### src/source/periph_pkg.sv
package periph_pkg;

    // one bus word
    typedef logic [31:0] word_t;

    // timer control register, bit fields
    typedef struct packed {
        logic [28:0] rsvd;
        // sticky, write one to clear
        logic        pending;
        // interrupt mask
        logic        int_en;
        // counter run, cleared by hw on expiry
        logic        enable;
    } timer_ctrl_fields_t;

    // same control word, raw for the bus, fields for the logic
    typedef union packed {
        word_t              raw;
        timer_ctrl_fields_t fields;
    } timer_ctrl_u;

    localparam word_t ZERO_WORD = 32'h0000_0000;

    // default address map, bits 31:28
    localparam logic [3:0] TIMER_NIBBLE = 4'h2;
    localparam logic [3:0] GPIO_NIBBLE  = 4'h4;

endpackage

### src/source/periph_bus_if.sv
`timescale 1ns/1ps

interface periph_bus_if;

    import periph_pkg::*;

    // full address, peripheral looks at low nibble only
    word_t addr;
    word_t wdata;
    // write strobe, already qualified by the decoder
    logic  we;
    // combinational read data
    word_t rdata;

    // decoder side
    modport host (
        output addr, wdata, we,
        input  rdata
    );

    // peripheral side
    modport dev (
        input  addr, wdata, we,
        output rdata
    );

endinterface

### src/source/gpio.sv
`timescale 1ns/1ps

module gpio (
    input  logic        clk,
    input  logic        rst_i,
    periph_bus_if.dev   bus,
    input  logic [31:0] gpio_i,
    output logic [31:0] gpio_o
);

    import periph_pkg::*;

    // register offsets
    localparam logic [3:0] REG_OUT = 4'h0;
    localparam logic [3:0] REG_IN  = 4'h4;

    // output data, offset 0x0
    word_t out_q;
    // first sync stage
    word_t sync_q;
    // synced input, offset 0x4, read only
    word_t in_q;

    // pins follow the register directly
    assign gpio_o = out_q;

    // output register
    always_ff @(posedge clk) begin
        if (rst_i) begin
            out_q <= ZERO_WORD;
        end else if (bus.we && (bus.addr[3:0] == REG_OUT)) begin
            out_q <= bus.wdata;
        end
    end

    // two-flop input synchronizer
    // new pin value lands in in_q on the second edge
    always_ff @(posedge clk) begin
        if (rst_i) begin
            sync_q <= ZERO_WORD;
            in_q   <= ZERO_WORD;
        end else begin
            sync_q <= gpio_i;
            in_q   <= sync_q;
        end
    end

    // read mux on offset
    always_comb begin
        case (bus.addr[3:0])
            REG_OUT: bus.rdata = out_q;
            REG_IN:  bus.rdata = in_q;
            default: bus.rdata = ZERO_WORD;
        endcase
    end

endmodule

### src/source/periph_decoder.sv
`timescale 1ns/1ps

module periph_decoder #(
    parameter logic [3:0] TIMER_BASE = periph_pkg::TIMER_NIBBLE,
    parameter logic [3:0] GPIO_BASE  = periph_pkg::GPIO_NIBBLE
) (
    input  logic                rst_i,
    input  periph_pkg::word_t   addr_i,
    input  periph_pkg::word_t   wdata_i,
    input  logic                we_i,
    output periph_pkg::word_t   rdata_o,
    periph_bus_if.host          timer_bus,
    periph_bus_if.host          gpio_bus
);

    import periph_pkg::*;

    logic timer_hit;
    logic gpio_hit;

    // region select on top nibble
    assign timer_hit = (addr_i[31:28] == TIMER_BASE);
    assign gpio_hit  = (addr_i[31:28] == GPIO_BASE);

    // address and data fan out to both
    assign timer_bus.addr  = addr_i;
    assign timer_bus.wdata = wdata_i;
    assign gpio_bus.addr   = addr_i;
    assign gpio_bus.wdata  = wdata_i;

    // strobe only to the selected peripheral
    assign timer_bus.we = we_i & timer_hit;
    assign gpio_bus.we  = we_i & gpio_hit;

    // read mux, same cycle as the address
    always_comb begin
        if (rst_i) begin
            // bus reads zero while in reset
            rdata_o = ZERO_WORD;
        end else if (timer_hit) begin
            rdata_o = timer_bus.rdata;
        end else if (gpio_hit) begin
            rdata_o = gpio_bus.rdata;
        end else begin
            // unmapped region
            rdata_o = ZERO_WORD;
        end
    end

endmodule

### src/source/periph_top.sv
`timescale 1ns/1ps

module periph_top #(
    parameter logic [3:0] TIMER_BASE = periph_pkg::TIMER_NIBBLE,
    parameter logic [3:0] GPIO_BASE  = periph_pkg::GPIO_NIBBLE
) (
    input  logic                clk,
    input  logic                rst_i,
    // register bus from the core
    input  periph_pkg::word_t   addr_i,
    input  periph_pkg::word_t   wdata_i,
    input  logic                we_i,
    output periph_pkg::word_t   rdata_o,
    // pins
    input  logic [31:0]         gpio_i,
    output logic [31:0]         gpio_o,
    // timer irq, level
    output logic                int_o
);

    // one bus per peripheral
    periph_bus_if timer_bus ();
    periph_bus_if gpio_bus ();

    // address decode and read mux
    periph_decoder #(
        .TIMER_BASE (TIMER_BASE),
        .GPIO_BASE  (GPIO_BASE)
    ) i_periph_decoder (
        .rst_i      (rst_i),
        .addr_i     (addr_i),
        .wdata_i    (wdata_i),
        .we_i       (we_i),
        .rdata_o    (rdata_o),
        .timer_bus  (timer_bus.host),
        .gpio_bus   (gpio_bus.host)
    );

    timer i_timer (
        .clk        (clk),
        .rst_i      (rst_i),
        .bus        (timer_bus.dev),
        .int_o      (int_o)
    );

    gpio i_gpio (
        .clk        (clk),
        .rst_i      (rst_i),
        .bus        (gpio_bus.dev),
        .gpio_i     (gpio_i),
        .gpio_o     (gpio_o)
    );

endmodule

### src/source/timer.sv
`timescale 1ns/1ps

module timer (
    input  logic        clk,
    input  logic        rst_i,
    periph_bus_if.dev   bus,
    output logic        int_o
);

    import periph_pkg::*;

    // register offsets
    localparam logic [3:0] REG_CTRL  = 4'h0;
    localparam logic [3:0] REG_COUNT = 4'h4;
    localparam logic [3:0] REG_VALUE = 4'h8;

    // control, offset 0x0
    timer_ctrl_u ctrl;
    // running count, offset 0x4, read only
    word_t       count;
    // compare value, offset 0x8
    word_t       value;

    // incoming write word seen as ctrl fields
    timer_ctrl_u wr_ctrl;
    logic        expired;

    assign wr_ctrl.raw = bus.wdata;

    // count reached compare while running
    assign expired = ctrl.fields.enable && (count >= value);

    // level interrupt, masked by int_en
    assign int_o = ctrl.fields.pending & ctrl.fields.int_en;

    // counter
    always_ff @(posedge clk) begin
        if (rst_i) begin
            count <= ZERO_WORD;
        end else if (expired) begin
            // wrap back on expiry
            count <= ZERO_WORD;
        end else if (ctrl.fields.enable) begin
            count <= count + 1'b1;
        end else begin
            // stopped timer holds zero
            count <= ZERO_WORD;
        end
    end

    // ctrl and value registers
    always_ff @(posedge clk) begin
        if (rst_i) begin
            ctrl.raw <= ZERO_WORD;
            value    <= ZERO_WORD;
        end else if (bus.we) begin
            // bus write wins over a same-edge expiry
            case (bus.addr[3:0])
                REG_CTRL: begin
                    ctrl.fields.rsvd    <= '0;
                    // w1c, sw can only clear
                    ctrl.fields.pending <= ctrl.fields.pending & ~wr_ctrl.fields.pending;
                    ctrl.fields.int_en  <= wr_ctrl.fields.int_en;
                    ctrl.fields.enable  <= wr_ctrl.fields.enable;
                end
                REG_VALUE: begin
                    value <= bus.wdata;
                end
                default: begin
                    // count and unused offsets ignore writes
                end
            endcase
        end else if (expired) begin
            // one-shot: stop and flag
            ctrl.fields.enable  <= 1'b0;
            ctrl.fields.pending <= 1'b1;
        end
    end

    // read mux on offset
    always_comb begin
        case (bus.addr[3:0])
            REG_CTRL:  bus.rdata = ctrl.raw;
            REG_COUNT: bus.rdata = count;
            REG_VALUE: bus.rdata = value;
            default:   bus.rdata = ZERO_WORD;
        endcase
    end

endmodule

### config.mk
export PLATFORM = sky130hd
export DESIGN_NAME = periph_top
export DESIGN_NICKNAME = d
export VERILOG_FILES = /design/src/source/periph_pkg.sv /design/src/source/periph_bus_if.sv /design/src/source/gpio.sv /design/src/source/periph_decoder.sv /design/src/source/periph_top.sv /design/src/source/timer.sv
export SDC_FILE = /design/constraint.sdc
export NUM_CORES = 1
export LEC_CHECK = 0
export BUFFER_PORTS_ARGS = -buffer_cell sky130_fd_sc_hd__buf_2
export CAP_MARGIN = 10
export CORE_UTILIZATION = 61
export DETAILED_ROUTE_END_ITERATION = 8
export PLACE_DENSITY = 0.86
export REMOVE_ABC_BUFFERS = 1
export SYNTH_ARGS = -nofsm -noshare
export SYNTH_HDL_FRONTEND = slang
export SYNTH_HIERARCHICAL = 1
export SYNTH_SLANG_ARGS = --single-unit
### constraint.sdc
create_clock -name clk -period 9.5 [get_ports clk]
set_input_delay 2.85 -clock clk [delete_from_list [all_inputs] [get_ports clk]]
set_output_delay 2.85 -clock clk [all_outputs]
set_load 0.005 [all_outputs]
==> impl_metrics.json <==
{
  "status": "finished, final reports clean",
  "ctsHoldBuffers": 0,
  "vias": 7086,
  "p_int_mw": 1.153,
  "cts_tree": "built",
  "worst_r2r_endpoint": "i_timer/count[24]",
  "grt_use_total_pct": 27.64,
  "reg2reg_depth": 8,
  "max_freq_mhz": 131.9,
  "grt_pass1_vias": 6594,
  "clock_path_buffers": 2,
  "fin_crit_ns": 7.583,
  "gp_congestion": 0.8557,
  "arrival_ns": 4.73,
  "finalSetupTns_ns": 0,
  "post_cts_resized": 0,
  "synthCells": 985,
  "whs_ns": 0.4321,
  "ant_nets": 0,
  "grt_pass1_wl_mm": 32.33,
  "clockPowerShare_pct": 47.2,
  "hp-start": "i_gpio/sync_q[22]",
  "viasPerCell": 5.890,
  "crit_top_cell": "buf_2",
  "switching_power_mw": 0.3101,
  "std_cell_rows": 43,
  "rsz0062_at_grt": "no",
  "num-nets-final": 1142,
  "finalClockSkew_ns": 0.009096,
  "firstDrtPassIters": 7,
  "cp.required_ns": 6.65,
  "maxCapViolations": 0,
  "initialDrtViolationCount": 530,
  "layout-drive-gt1-share_pct": 23.46,
  "die_area_um2": 14870,
  "hpwl_mm": 12.21,
  "diodes": 0,
  "worstHoldPathCells": 1,
  "rrSetupSlack_ns": 6.58,
  "initial_core_util_pct": 62.98,
  "hold_viol": 0,
  "routed_wl_mm": 19.90,
  "fp.coreArea_um2": 13930,
  "wl_per_cell_um": 16.54,
  "path_clk_slew_ns": 0.06,
  "synth_warnings": 6,
  "hold_class": "flip-flop to flip-flop",
  "path_max_fanout": 6,
  "grt_max_degree": 91,
  "timing.rr.start": "i_timer/value[31]",
  "die_w_um": 121.9,
  "p_sw_share_pct": 21.19,
  "io_pins": 164,
  "port_buffers": 139,
  "syn_avg_cell_area_um2": 8.910,
  "antenna_found_initial": 0,
  "seqPwrFrac_pct": 47.8,
  "finalSetupViolations": 0,
  "slew_viol_final": 0,
  "area_delta_synth_final_pct": 8.640,
  "route.detailed.drc": 0,
  "p_leak_nw": 3.588,
  "cts_buffers": 17,
  "startpoint_type": "input port",
  "grt_overflow": 0,
  "cts_num_sinks": 163,
  "period_share_pct": 79.82,
  "worstHoldEndpoint": "i_gpio/in_q[22]",
  "power_density_nw_per_um2": 153.5,
  "crit_type": "input port to output pin",
  "crit_chain": "buf_2, nor4_1, a22oi_1, nand2_1, nand3b_1, a21oi_2, buf_2",
  "htree_levels": 4,
  "cts_setup_buffers": 0,
  "combPwrFrac_pct": 5.0,
  "cpMaxStageDelayCell": "nor4_1",
  "end_kind": "output pin",
  "die_y_um": 121.9,
  "netlist_area_um2": 8776,
  "clk_latency_ns": 0.42,
  "cts-root-buf": "clkbuf_16",
  "slowest_delay_ns": 0.95,
  "tightest_slew_ns": 1.219,
  "relSlewSlack_pct": 18.55,
  "ir_worst_vdd_v": 0.0001152
}
final cells by class:
type | instances | area [um^2]
Multi-Input combinational cell | 640 | 4522
Clock buffer | 23 | 467.9
Fill cell | 1097 | 4400
Sequential cell | 163 | 3263
Timing Repair Buffer | 151 | 788.3
Clock inverter | 9 | 128.9
Tap cell | 180 | 225.2
Inverter | 37 | 138.9
layout by cell type (no fill, tap or decap), drive strengths merged, types with 2 or more instances in the layout:
| cell | count |
|---|---|
| nor4 | 7 |
| bufinv | 3 |
| clkbuf | 23 |
| nor4b | 3 |
| nand4b | 33 |
| a22o | 61 |
| nand3b | 65 |
| a22oi | 4 |
| dfxtp | 163 |
| nand2 | 87 |
| clkinvlp | 2 |
| ha | 33 |
| buf | 151 |
| nand2b | 35 |
| nor3 | 34 |
| clkinv | 4 |
| nor2 | 8 |
| nand4 | 19 |
| nand3 | 16 |
| inv | 37 |
| xor2 | 23 |
| nor2b | 64 |
| and2 | 4 |
| a21oi | 78 |
| and3 | 7 |
| nor3b | 2 |
| xnor2 | 7 |
| o21a | 2 |
| o21ai | 38 |
sequential cells by signal, summed over array words and instances (netlist names):
register       count
i_gpio/gpio_o     32
i_gpio/in_q       32
i_gpio/sync_q     32
i_timer/count     32
i_timer/ctrl       3
i_timer/value     32
per-layer routing:
layer | vias to the layer above | wire length, um | GRT usage [%]
met2 | 263 | 9722 | 45.59
met4 | 0 | 291 | 10.42
li1 | 3400 | - | -
met3 | 25 | 1234 | 5.290
met5 | - | 0 | 0
met1 | 3398 | 8646 | 35.67
critical path: cells and delay by family:
kind | cells | cell delay (ns)
AND/OR/NAND/NOR | 3 | 1.19
buffers and inverters | 2 | 0.30
AO/OA/AOI/OAI | 2 | 0.38
power by group through the flow:
stage	registers, mW	logic (mW)	clock network [mW]
global route	0.700	0.0784	0.731
CTS	0.700	0.0722	0.701
finish	0.700	0.0725	0.691
global placement	0.714	0.0710	0
floorplan	0.714	0.0274	0
detailed placement	0.715	0.0721	0
per-stage QoR:
step,utilization [%],cell area [um^2],power [mW],setup slack [ns],instances
after floorplan,-,7885,0.7410,0.4941,840
after global placement,64.14,8937,0.7852,2.042,1171
after detailed placement,64.14,8937,0.7867,1.976,1171
after CTS,68.42,9534,1.473,1.985,1203
after global routing,68.42,9534,1.509,1.813,1203
final,68.42,9534,1.463,1.917,1203
worst max-delay path by stage:
stage / startpoint / endpoint / slack [ns]
3_3_place_gp: addr_i[1] / rdata_o[2] / 2.04
2_1_floorplan: addr_i[0] / rdata_o[27] / 0.49
3_5_place_dp: addr_i[1] / rdata_o[2] / 1.98
4_1_cts: addr_i[1] / rdata_o[2] / 1.98
5_1_grt: addr_i[1] / rdata_o[1] / 1.81
6_report: addr_i[1] / rdata_o[2] / 1.92
Note: power is estimated with default switching activity, not from simulation.
